`config.mk`:
```
export PLATFORM = sky130hd
export DESIGN_NAME = fm_timer_top
export DESIGN_NICKNAME = d
export VERILOG_FILES = /design/src/rtl/fm_bus_pkg.sv /design/src/rtl/fm_timer_pkg.sv /design/src/rtl/fm_prescaler.sv /design/src/rtl/fm_regs.sv /design/src/rtl/fm_timer.sv /design/src/rtl/fm_timer_top.sv
export SDC_FILE = /design/constraint.sdc
export NUM_CORES = 1
export LEC_CHECK = 0
export BUFFER_PORTS_ARGS = -buffer_cell sky130_fd_sc_hd__buf_4
export CAP_MARGIN = 10
export CORE_MARGIN = 5
export CORE_UTILIZATION = 40
export DETAILED_ROUTE_END_ITERATION = 8
export PLACE_DENSITY = 0.62
export SLEW_MARGIN = 10
export SYNTH_ARGS = -nofsm -noshare
export SYNTH_HDL_FRONTEND = slang
export SYNTH_SLANG_ARGS = --single-unit
```
`constraint.sdc`:
```
create_clock -name clk -period 2.3 [get_ports clk]
set_input_delay 0.575 -clock clk [delete_from_list [all_inputs] [get_ports clk]]
set_output_delay 0.575 -clock clk [all_outputs]
set_load 0.05 [all_outputs]
```
`src/rtl/fm_bus_pkg.sv`:
```
`default_nettype none
//------------------------------
// CPU side of the FM timer core.
// Bus cycle struct, register numbers
// and the status byte layout. Files
// reach these by fm_bus_pkg::name.
//------------------------------

package fm_bus_pkg;

    typedef logic [7:0] bus_data_t;  // Data bus word and register contents

    // One CPU bus cycle, sampled on clk
    typedef struct packed {
        logic [1:0] addr;   // Bit 0 picks address or data, bit 1 selects part II
        bus_data_t  din;
        logic       cs_n;
        logic       wr_n;
    } cpu_bus_t;

    localparam bus_data_t REG_TIMER_A_HI = 8'h24;  // Timer A bits 9..2
    localparam bus_data_t REG_TIMER_A_LO = 8'h25;  // Timer A bits 1..0
    localparam bus_data_t REG_TIMER_B    = 8'h26;
    localparam bus_data_t REG_TIMER_CTL  = 8'h27;  // Load, enable and flag reset bits

    // Status byte
    localparam int STATUS_BUSY_BIT   = 7;
    localparam int STATUS_FLAG_B_BIT = 1;
    localparam int STATUS_FLAG_A_BIT = 0;

    localparam int BUSY_TICKS = 32;  // cen cycles of busy per data write

endpackage

`default_nettype wire

```
`src/rtl/fm_timer_pkg.sv`:
```
`default_nettype none
//------------------------------
// Timer side of the FM timer core.
// Counter widths, prescale ratios
// and the control bundle sent from
// the register block to each timer.
//------------------------------

package fm_timer_pkg;

    localparam int TIMER_A_W = 10;
    localparam int TIMER_B_W = 8;

    typedef logic [TIMER_A_W-1:0] timer_a_val_t;
    typedef logic [TIMER_B_W-1:0] timer_b_val_t;

    // cen cycles per prescaler tick
    localparam int TICK_DIV = 24;

    // Timer B moves once every this many ticks
    localparam int TIMER_B_SUBDIV = 16;

    // Control for one timer
    typedef struct packed {
        logic load;      // Level signal whose rising edge starts the counter
        logic irq_en;    // Overflow may set the flag
        logic clr_flag;  // Single clk pulse
    } timer_ctl_t;

endpackage

`default_nettype wire

```
`src/rtl/fm_prescaler.sv`:
```
`timescale 1ns/10ps
`default_nettype none
//------------------------------
// Timer prescaler. Counts cen cycles
// and gives one tick every TICK_DIV
// of them, a single clk wide.
//------------------------------

module fm_prescaler (
    input  logic clk,
    input  logic arst_n,
    input  logic cen,
    output logic tick
);

    localparam int DIV_W = $clog2(fm_timer_pkg::TICK_DIV);

    logic [DIV_W-1:0] div_cnt;
    logic             last;

    assign last = (div_cnt == DIV_W'(fm_timer_pkg::TICK_DIV - 1));

    always_ff @(posedge clk or negedge arst_n) begin
        if (!arst_n) begin
            div_cnt <= '0;
        end else if (cen) begin
            div_cnt <= last ? '0 : div_cnt + 1'b1;  // Wraps at TICK_DIV
        end
    end

    assign tick = cen & last;

    // Downstream timers rely on tick lining up with cen
    a_tick_on_cen: assert property (
        @(posedge clk) disable iff (!arst_n)
        tick |-> cen
    );

endmodule

`default_nettype wire

```
`src/rtl/fm_regs.sv`:
```
`timescale 1ns/10ps
`default_nettype none
//------------------------------
// CPU register block of the timer core.
// Address writes latch a register number,
// data writes update timer values and
// control. Also keeps the busy counter,
// drives the status byte and irq_n.
//------------------------------

module fm_regs (
    input  logic                     clk,
    input  logic                     arst_n,
    input  logic                     cen,
    input  fm_bus_pkg::cpu_bus_t     bus,
    input  logic                     flag_a,
    input  logic                     flag_b,
    output fm_timer_pkg::timer_ctl_t ctl_a,
    output fm_timer_pkg::timer_ctl_t ctl_b,
    output fm_timer_pkg::timer_a_val_t val_a,
    output fm_timer_pkg::timer_b_val_t val_b,
    output fm_bus_pkg::bus_data_t    dout,
    output logic                     irq_n
);

    localparam int BUSY_W = $clog2(fm_bus_pkg::BUSY_TICKS + 1);

    logic                  write;
    logic                  addr_wr;
    logic                  data_wr;
    fm_bus_pkg::bus_data_t reg_sel;   // Latched register number
    logic [BUSY_W-1:0]     busy_cnt;
    logic                  busy;

    assign write   = ~bus.cs_n & ~bus.wr_n;
    assign addr_wr = write && (bus.addr == 2'b00);
    assign data_wr = write && (bus.addr == 2'b01);  // Part II never matches

    always_ff @(posedge clk or negedge arst_n) begin
        if (!arst_n) begin
            reg_sel <= '0;
        end else if (addr_wr) begin
            reg_sel <= bus.din;
        end
    end

    // Timer reload values
    always_ff @(posedge clk) begin
        if (data_wr) begin
            case (reg_sel)
                fm_bus_pkg::REG_TIMER_A_HI: val_a[fm_timer_pkg::TIMER_A_W-1:2] <= bus.din;
                fm_bus_pkg::REG_TIMER_A_LO: val_a[1:0] <= bus.din[1:0];
                fm_bus_pkg::REG_TIMER_B:    val_b <= bus.din;
                default: ;
            endcase
        end
    end

    // Flag resets from the control register last one clk
    always_ff @(posedge clk or negedge arst_n) begin
        if (!arst_n) begin
            ctl_a <= '0;
            ctl_b <= '0;
        end else begin
            ctl_a.clr_flag <= 1'b0;
            ctl_b.clr_flag <= 1'b0;
            if (data_wr && (reg_sel == fm_bus_pkg::REG_TIMER_CTL)) begin
                ctl_a.load     <= bus.din[0];
                ctl_b.load     <= bus.din[1];
                ctl_a.irq_en   <= bus.din[2];
                ctl_b.irq_en   <= bus.din[3];
                ctl_a.clr_flag <= bus.din[4];
                ctl_b.clr_flag <= bus.din[5];
            end
        end
    end

    // Busy only reports and never holds off a write
    always_ff @(posedge clk or negedge arst_n) begin
        if (!arst_n) begin
            busy_cnt <= '0;
        end else if (data_wr) begin
            busy_cnt <= BUSY_W'(fm_bus_pkg::BUSY_TICKS);  // Restarts on every data write
        end else if (cen && busy) begin
            busy_cnt <= busy_cnt - 1'b1;
        end
    end

    assign busy = (busy_cnt != '0);

    // Status is visible on every address
    always_comb begin
        dout = '0;
        dout[fm_bus_pkg::STATUS_BUSY_BIT]   = busy;
        dout[fm_bus_pkg::STATUS_FLAG_B_BIT] = flag_b;
        dout[fm_bus_pkg::STATUS_FLAG_A_BIT] = flag_a;
    end

    always_ff @(posedge clk or negedge arst_n) begin
        if (!arst_n) begin
            irq_n <= 1'b1;
        end else begin
            irq_n <= ~(flag_a | flag_b);  // One clk behind the flags
        end
    end

    a_busy_range: assert property (
        @(posedge clk) disable iff (!arst_n)
        busy_cnt <= BUSY_W'(fm_bus_pkg::BUSY_TICKS)
    );

endmodule

`default_nettype wire

```
`src/rtl/fm_timer.sv`:
```
`timescale 1ns/10ps
`default_nettype none
//------------------------------
// Count-up interval timer. Starts from
// value when load rises, steps every
// SUBDIV ticks and reloads on overflow.
// Shared by timer A and timer B through
// the count_t type parameter.
//------------------------------

module fm_timer #(
    parameter type count_t = logic [7:0],
    parameter int  SUBDIV  = 1
) (
    input  logic                     clk,
    input  logic                     arst_n,
    input  logic                     tick,
    input  fm_timer_pkg::timer_ctl_t ctl,
    input  count_t                   value,
    output logic                     flag
);

    localparam int SUB_W = (SUBDIV > 1) ? $clog2(SUBDIV) : 1;

    logic             load_l;
    logic             load_rise;
    logic [SUB_W-1:0] sub_cnt;
    logic             sub_last;
    logic             step;
    logic             overflow;
    count_t           cnt;

    assign load_rise = ctl.load & ~load_l;
    assign sub_last  = (sub_cnt == SUB_W'(SUBDIV - 1));
    assign step      = tick && ctl.load && sub_last;
    assign overflow  = step && !load_rise && (cnt == '1);

    always_ff @(posedge clk or negedge arst_n) begin
        if (!arst_n) begin
            load_l  <= 1'b0;
            sub_cnt <= '0;
            cnt     <= '0;
        end else begin
            load_l <= ctl.load;
            if (load_rise) begin
                cnt     <= value;
                sub_cnt <= '0;
            end else if (ctl.load && tick) begin
                sub_cnt <= sub_last ? '0 : sub_cnt + 1'b1;
                if (step) begin
                    cnt <= overflow ? value : count_t'(cnt + 1'b1);
                end
            end
        end
    end

    // Clear has priority over a same-edge overflow
    always_ff @(posedge clk or negedge arst_n) begin
        if (!arst_n) begin
            flag <= 1'b0;
        end else if (ctl.clr_flag) begin
            flag <= 1'b0;
        end else if (overflow && ctl.irq_en) begin
            flag <= 1'b1;
        end
    end

    a_flag_needs_en: assert property (
        @(posedge clk) disable iff (!arst_n)
        $rose(flag) |-> $past(ctl.irq_en)
    );

endmodule

`default_nettype wire

```
`src/rtl/fm_timer_top.sv`:
```
`timescale 1ns/10ps
`default_nettype none
//------------------------------
// Control core of the FM sound chip.
// CPU register bus in, status byte and
// irq_n out. Holds the register block,
// the prescaler and timers A and B.
//------------------------------

module fm_timer_top (
    input  logic                  clk,
    input  logic                  arst_n,
    input  logic                  cen,      // External clock enable
    input  fm_bus_pkg::cpu_bus_t  bus,
    output fm_bus_pkg::bus_data_t dout,
    output logic                  irq_n
);

    fm_timer_pkg::timer_ctl_t   ctl_a;
    fm_timer_pkg::timer_ctl_t   ctl_b;
    fm_timer_pkg::timer_a_val_t val_a;
    fm_timer_pkg::timer_b_val_t val_b;
    logic                       flag_a;
    logic                       flag_b;
    logic                       tick;

    fm_regs u_regs (
        .clk    ( clk    ),
        .arst_n ( arst_n ),
        .cen    ( cen    ),
        .bus    ( bus    ),
        .flag_a ( flag_a ),
        .flag_b ( flag_b ),
        .ctl_a  ( ctl_a  ),
        .ctl_b  ( ctl_b  ),
        .val_a  ( val_a  ),
        .val_b  ( val_b  ),
        .dout   ( dout   ),
        .irq_n  ( irq_n  )
    );

    fm_prescaler u_prescaler (
        .clk    ( clk    ),
        .arst_n ( arst_n ),
        .cen    ( cen    ),
        .tick   ( tick   )
    );

    // Timer A steps on every tick
    fm_timer #(
        .count_t ( fm_timer_pkg::timer_a_val_t ),
        .SUBDIV  ( 1                           )
    ) u_timer_a (
        .clk    ( clk    ),
        .arst_n ( arst_n ),
        .tick   ( tick   ),
        .ctl    ( ctl_a  ),
        .value  ( val_a  ),
        .flag   ( flag_a )
    );

    fm_timer #(
        .count_t ( fm_timer_pkg::timer_b_val_t  ),
        .SUBDIV  ( fm_timer_pkg::TIMER_B_SUBDIV )  // 16 times slower than A
    ) u_timer_b (
        .clk    ( clk    ),
        .arst_n ( arst_n ),
        .tick   ( tick   ),
        .ctl    ( ctl_b  ),
        .value  ( val_b  ),
        .flag   ( flag_b )
    );

endmodule

`default_nettype wire

```
==> results of run 1 <==
-- kinds of logic after synthesis --
group                      after synthesis  share of synthesized area, %
xor gates and xnor gates                11                         2.871
and+or+nand+nor                        128                         21.74
buffers and inverters                   22                         3.505
DFF                                     70                         54.92
AOI/OAI and AO/OA                       51                         9.508
muxes                                   14                         5.108
other                                    1                        0.1117
adders and majority gates                6                         2.237
-- critical path, cell delays in order (launching register included) --
cell and delay (ns):
dfrtp_1 0.43, or3_4 0.42, or2_2 0.30, buf_4 0.19
-- path summary, 6_finish.rpt --
kind | end | cells after the start
setup / recovery | dout[7] | 3
hold / removal | u_prescaler.div_cnt[1]$_DFFE_PN0P_ | 1
setup reg to reg | u_timer_a.cnt[3]$_DFFE_PN0P_ | 6
hold reg to reg | u_timer_b.flag$_DFFE_PN0P_ | 1
max in group asynchronous | u_regs.busy_cnt[3]$_DFFE_PN0P_ | 1
min in group clk | u_timer_b.flag$_DFFE_PN0P_ | 1
-- cell type report --
cell class | count | area (sq um)
multi-input cells | 215 | 1420
flip-flops and latches | 70 | 1843
fillers | 764 | 4358
clock inverters | 7 | 96.34
repair buffers | 22 | 165.2
inverters | 10 | 37.54
well taps | 105 | 131.4
clock buffers | 9 | 123.9
-- per-layer routing --
layer  vias to the layer above  part of all wire (%)
li1                       1143                     -
met1                      1130                    48
met2                        65                    45
met3                        13                   4.7
met4                         0                   1.9
met5                         -                     0
-- power groups by stage --
stage               Combinational (mW)  Sequential, mW  Clock, mW
floorplan                        0.401            1.61          0
global placement                 0.491            1.65          0
detailed placement               0.504            1.65          0
CTS                              0.504            1.63       1.13
global route                     0.583            1.67       1.19
finish                           0.503            1.64       1.10
-- cell usage in the layout, fill, tap and decap left out, types with 6 or more instances in the layout --
master,n
o21ai_1,6
a21oi_1,12
buf_4,22
edfxtp_1,18
nand4_1,6
nand3_1,19
clkbuf_8,9
nand2_1,22
mux2_2,9
o21ai_0,9
dfrtp_1,51
nor2_1,32
inv_1,10
ha_1,6
xnor2_1,6
and3_1,6
-- state kept, by name, indices dropped and copies added (netlist names), 3 cells and up --
register / cells
u_timer_b.sub_cnt: 4
u_regs.ctl_a: 3
u_regs.reg_sel: 8
u_regs.busy_cnt: 6
u_timer_b.cnt: 8
u_regs.ctl_b: 3
u_timer_a.cnt: 10
u_regs.val_a: 10
u_prescaler.div_cnt: 5
u_regs.val_b: 8
-- per-stage QoR --
stage	cell area, sq um	instances	hold slack [ns]	utilization [%]
6_report	3817	438	0.2609	46.69
5_1_grt	3817	438	0.3189	46.69
4_1_cts	3812	438	0.2871	46.63
3_5_place_dp	3592	422	0.3842	43.94
3_3_place_gp	3592	422	0.3869	43.94
2_1_floorplan	3376	307	0.2794	-
==> summary.md, run 1 <==
| Metric | Value |
|---|---|
| Comb pwr share | 15.5% |
| Max VDD drop | 445.5 uV |
| Die width | around 100 um |
| Vias | 2351 |
| Hold/Removal Path Class | in2async |
| CTS Root Cell | clkbuf_8 |
| Number of max-cap violations | 0 |
| Nets | 349 |
| Worst-Skew Late Latency | 0.34 ns |
| F_max | 446.2 MHz |
| Row count | 33 |
| Req. time, crit path | 1.73 ns |
| Post-route minimum period | 2.241 ns |
| Leakage | 1.560 nW |
| Critical Path Source | u_regs.busy_cnt[2]$_DFFE_PN0P_ |
| # resized after CTS | 0 |
| Worst path arrival time | 1.67 ns |
| First-pass GRT wire length | 11.50 mm |
| Seq/Total Area, Yosys | 54.92% |
| Post-CTS setup buffer count | 0 |
| Clk sinks | 70 |
| Die Height | 101.6 um |
| GR Layer Usage met2 | a little over a fifth |
| Critical R2R Launch | u_timer_a.cnt[0]$_DFFE_PN0P_ |
| Grt met3 use | between 3 and 4% |
| Via/cell ratio | approximately 5.4 |
| Antenna viol nets, final | 0 |
| Max Fanout on Critical Path | 4 |
| I/O Pins | 24 |
| Final Hold Fails | 0 |
| Synthesized area | 0.003356 sq mm |
| Net Switching | 0.9245 mW |
| Busiest layer in global routing | met2 |
| Gr usage total | between 10 and 15% |
| Leading cell types by count after synthesis | dfrtp_1 (51), nor2_1 (32), nand2_1 (22), nand3_1 (19), edfxtp_1 (18) |
| Clock tree buffer depth | 2 |
| Htree depth | 3 |
| DRC errors left | 0 |
| Final WS setup | 0.05868 ns |
| Post-synth top area cell | dfrtp_1 |
| Clock power frac | 33.9% |
| Num CTS Buffers | 9 |
| Critical Path Sink Type | output pin |
| N_diodes | 0 |
| Cell with the most instances after synthesis | dfrtp_1 |
| Max-slew headroom | 54.30% |
| Sequential fraction of design power | 50.6% |
| Netlist cell types | 58 |
| Total congestion overflow | 0 |
| Setup WS pre-CTS | 0.2728 ns |
| Seq cells post-synth | 70 |
| Initial antenna violation count | 0 |
| Slew Limit Fails | 0 |
| Fin Setup TNS | 0 ns |
| Top_reg_cell synth | dfrtp_1 |
| Syn Area/Cell | 11.07 sq um |
| Hold buffers post-CTS | 0 |
| Core Region | 0.008175 sq mm |
| Synth Warn # | 0 |
| Full die area | 0.01032 sq mm |
| Initial DRC Count | about 230 |
| Gate Count Post-Synth | 303 |
| Initial Util | 41.05% |
| Met1 Use GR | 20.03% |
| Ranking of synthesized cells by area | dfrtp_1 (38%), edfxtp_1 (16%), nor2_1 (3.6%) |
| Clock Skew | 0.01052 ns |
| Fin crit share | 97.45% |
| I/O Buffers | 18 |
| Post-DR wirelength/cell | 15.01 um |
| Int Pwr | roughly 2.3 mW |
| Status | finished, final reports clean |
| Number of global-route vias before repair | 2340 |
| Share of cells above drive strength 1 | 19.82% |
| Post-synth EDFFs | 18 |
| Type of origin of the critical path | register |
| CTS tree | yes |
| PD cells | 848.9 mW/mm^2 |
| Largest net degree at the start of global routing | 53 |
| Clock transition at path regs | 0.08 ns |
| WS Path Type | reg2out |
| Sw Share | 28.53% |
| Syn-to-layout area delta | 13.76% |
| Total power | 3.240 mW |
| Detailed Route WL | roughly 6.6 mm |
| Worst slew pin tran | between 0.6 and 0.7 ns |
| Synth async-reset ratio | 74.29% |
| Setup-failing EPs final | 0 |
| Gpl congestion | 0.8409 |
| Top-area cell type share of the netlist area | roughly two fifths |
| Final HPWL DP | between 4 and 5 mm |
| Pre-antenna DRT Iters | 4 |
| Setup slack, reg-to-reg | 0.33 ns |
Power figures use the tool's default switching activity.
==> inputs of run 2 (changes only) <==
--- a/config.mk
+++ b/config.mk
@@ -8,8 +8,10 @@
 export BUFFER_PORTS_ARGS = -buffer_cell sky130_fd_sc_hd__buf_4
 export CAP_MARGIN = 10
+export CELL_PAD_IN_SITES_DETAIL_PLACEMENT = 0
+export CELL_PAD_IN_SITES_GLOBAL_PLACEMENT = 1
 export CORE_MARGIN = 5
 export CORE_UTILIZATION = 40
 export DETAILED_ROUTE_END_ITERATION = 8
-export PLACE_DENSITY = 0.62
+export PLACE_DENSITY = 0.73
 export SLEW_MARGIN = 10
 export SYNTH_ARGS = -nofsm -noshare
==> constraint.sdc (replaced) <==
create_clock -name clk -period 2.3 [get_ports clk]
set_input_delay 0.575 -clock clk [delete_from_list [all_inputs] [get_ports clk]]
set_output_delay 0.575 -clock clk [all_outputs]
set_load 0.02 [all_outputs]
==> summary.md, run 2 (synthesis results as in run 1) <==
| Metric | Value |
|---|---|
| Commonest non-fill, non-tap cell in the layout | dfrtp_1 (unchanged) |
| Final HPWL DP | 4.669 mm (was 4.721 mm) |
| Num CTS Buffers | 9 (unchanged) |
| Worst slew pin tran | 0.6732 ns (was 0.6854 ns) |
| # resized after CTS | 0 (unchanged) |
| Design Area, Final | 0.003799 sq mm (was 0.003817 sq mm) |
| DRC errors left | 0 (unchanged) |
| Clock Skew | 0.003654 ns (was 0.01052 ns) |
| Syn-to-layout area delta | 13.20% (was 13.76%) |
| Fill cells | 775 (was 764) |
| Die Height | 101.6 um (unchanged) |
| Max VDD drop | 499.3 uV (was 445.5 uV) |
| N_diodes | 0 (unchanged) |
| Fin Setup TNS | 0 ns (unchanged) |
| Worst-Skew Late Latency | 0.34 ns (about the same) |
| Antenna viol nets, final | 0 (unchanged) |
| Setup-failing EPs final | 0 (unchanged) |
| Post-CTS setup buffer count | 0 (unchanged) |
| Largest net degree at the start of global routing | 53 (unchanged) |
| Full die area | 0.01032 sq mm (unchanged) |
| WS Path Type | reg2out (unchanged) |
| First-pass GRT wire length | 10.94 mm (was 11.50 mm) |
| Share of cells above drive strength 1 | 19.52% (was 19.82%) |
| Multi-input gate area | 0.001415 sq mm (was 0.001420 sq mm) |
| CP max stage cell | or3_1 (was dfrtp_1) |
| CP Cell Sequence | or3_1 > or2_2 > buf_4 (was or3_4 > or2_2 > buf_4) |
| Die width | 101.6 um (unchanged) |
| Initial Util | 41.05% (unchanged) |
| Clk sinks | 70 (unchanged) |
| CTS tree | yes (unchanged) |
| Clock tree buffer depth | 2 (unchanged) |
| Leakage | 1.545 nW (was 1.560 nW) |
| PD cells | 821.9 mW/mm^2 (was 848.9 mW/mm^2) |
| Type of origin of the critical path | register (unchanged) |
| Hold buffers post-CTS | 0 (unchanged) |
| Vias | 2331 (was 2351) |
| F_max | 449.6 MHz (was 446.2 MHz) |
| Row count | 33 (unchanged) |
| Detailed Route WL | 6.567 mm (was 6.575 mm) |
| Largest stage delay, worst path | 0.43 ns (about the same) |
| Post-DR wirelength/cell | 14.99 um (was 15.01 um) |
| Final Core Density | 46.46% (was 46.69%) |
| Critical Path Sink Type | output pin (unchanged) |
| Nets | 349 (unchanged) |
| Initial antenna violation count | 0 (unchanged) |
| Slew Limit Fails | 0 (unchanged) |
| Worst path arrival time | 1.65 ns (was 1.67 ns) |
| CTS Root Cell | clkbuf_8 (unchanged) |
| Fin crit share | 96.70% (was 97.45%) |
| Number of max-cap violations | 0 (unchanged) |
| Final Hold Fails | 0 (unchanged) |
| Clock transition at path regs | 0.08 ns (about the same) |
| Max Fanout on Critical Path | 4 (unchanged) |
| Gr usage total | 13.76% (was 14.36%) |
| Max-slew headroom | 55.12% (was 54.30%) |
| Pre-antenna DRT Iters | 4 (unchanged) |
| I/O Pins | 24 (unchanged) |
| Biggest regs | u_regs.val_a (10), u_timer_a.cnt (10) (unchanged) |
| Status | finished, final reports clean (unchanged) |
| Req. time, crit path | 1.73 ns (about the same) |
| Via/cell ratio | 5.322 (was 5.368) |
| Initial DRC Count | 152 (was 231) |
| Number of global-route vias before repair | 2271 (was 2340) |
| Hold/Removal Path Class | in2async (unchanged) |
| I/O Buffers | 18 (unchanged) |
| DP Area | 0.003592 sq mm (unchanged) |
| Post-route minimum period | 2.224 ns (was 2.241 ns) |
| RSZ-0062 raised after global routing | false |
| Delay-heaviest family, CP | simple AND/OR/NAND/NOR gates (unchanged) |
| Total congestion overflow | 0 (unchanged) |
| Register area | 0.001843 sq mm (unchanged) |
| Buffer and inverter count on the worst path | 1 (unchanged) |
| Htree depth | 3 (unchanged) |
| Most frequent cells in the layout | dfrtp_1 (51), nor2_1 (32), nand2_1 (22), buf_4 (22), nand3_1 (19) (unchanged) |
| Core Region | 0.008175 sq mm (unchanged) |
| Gpl congestion | 0.8614 (was 0.8409) |
-- run 2: cell count changes in the layout (fill, tap and decap cells not counted) --
cell	delta
bufinv_16	-1
clkinv_2	-2
clkinvlp_4	+2
inv_8	+1
or3_1	+1
or3_4	-1
-- run 2: worst paths after layout --
check | from | endpoint | slack, ns | cells past startpoint
worst max-delay path | u_regs.busy_cnt[2]$_DFFE_PN0P_ | dout[7] | 0.08 | 3
worst min-delay path | arst_n | u_timer_b.cnt[7]$_DFFE_PN0P_ | 0.26 | 1
worst max register to register | u_timer_a.cnt[0]$_DFFE_PN0P_ | u_timer_a.cnt[4]$_DFFE_PN0P_ | 0.38 | 6
worst min register to register | u_regs.ctl_b[0]$_DFF_PN0_ | u_timer_b.flag$_DFFE_PN0P_ | 0.40 | 1
max in group asynchronous | arst_n | u_regs.reg_sel[2]$_DFFE_PN0P_ | 1.58 | 1
min in group clk | u_regs.ctl_b[0]$_DFF_PN0_ | u_timer_b.flag$_DFFE_PN0P_ | 0.40 | 1
-- run 2: report_power, final --
part	internal [mW]	switching (mW)	leakage, nW
Clock	0.515	0.496	0.0980
Combinational	0.244	0.237	0.626
Sequential	1.45	0.180	0.821
Total	2.21	0.913	1.55
-- run 2: area by class of cell --
type	count	share of cell area [%]
Sequential cell	70	48.52
Clock inverter	7	2.174
Clock buffer	9	3.261
Multi-Input combinational cell	215	37.25
Timing Repair Buffer	22	4.348
Tap cell	105	3.459
Inverter	10	0.9881
-- run 2: routing by layer --
metal	GRT usage [%]	vias to the layer above	wire length [um]
met4	6.033	0	99
li1	-	1139	-
met5	0	-	0
met2	20.82	54	3034
met3	2.617	9	304
met1	19.25	1129	3129
-- run 2: stage by stage --
step / power (mW) / hold WS [ns] / cells / setup WS (ns)
3_5_place_dp: 2.137 / 0.3875 / 422 / 0.2536
5_1_grt: 3.295 / 0.3340 / 438 / 0.01547
2_1_floorplan: 1.990 / 0.2794 / 307 / 0.2392
4_1_cts: 3.163 / 0.2900 / 438 / 0.04507
6_report: 3.122 / 0.2565 / 438 / 0.07582
3_3_place_gp: 2.123 / 0.3808 / 422 / 0.2899
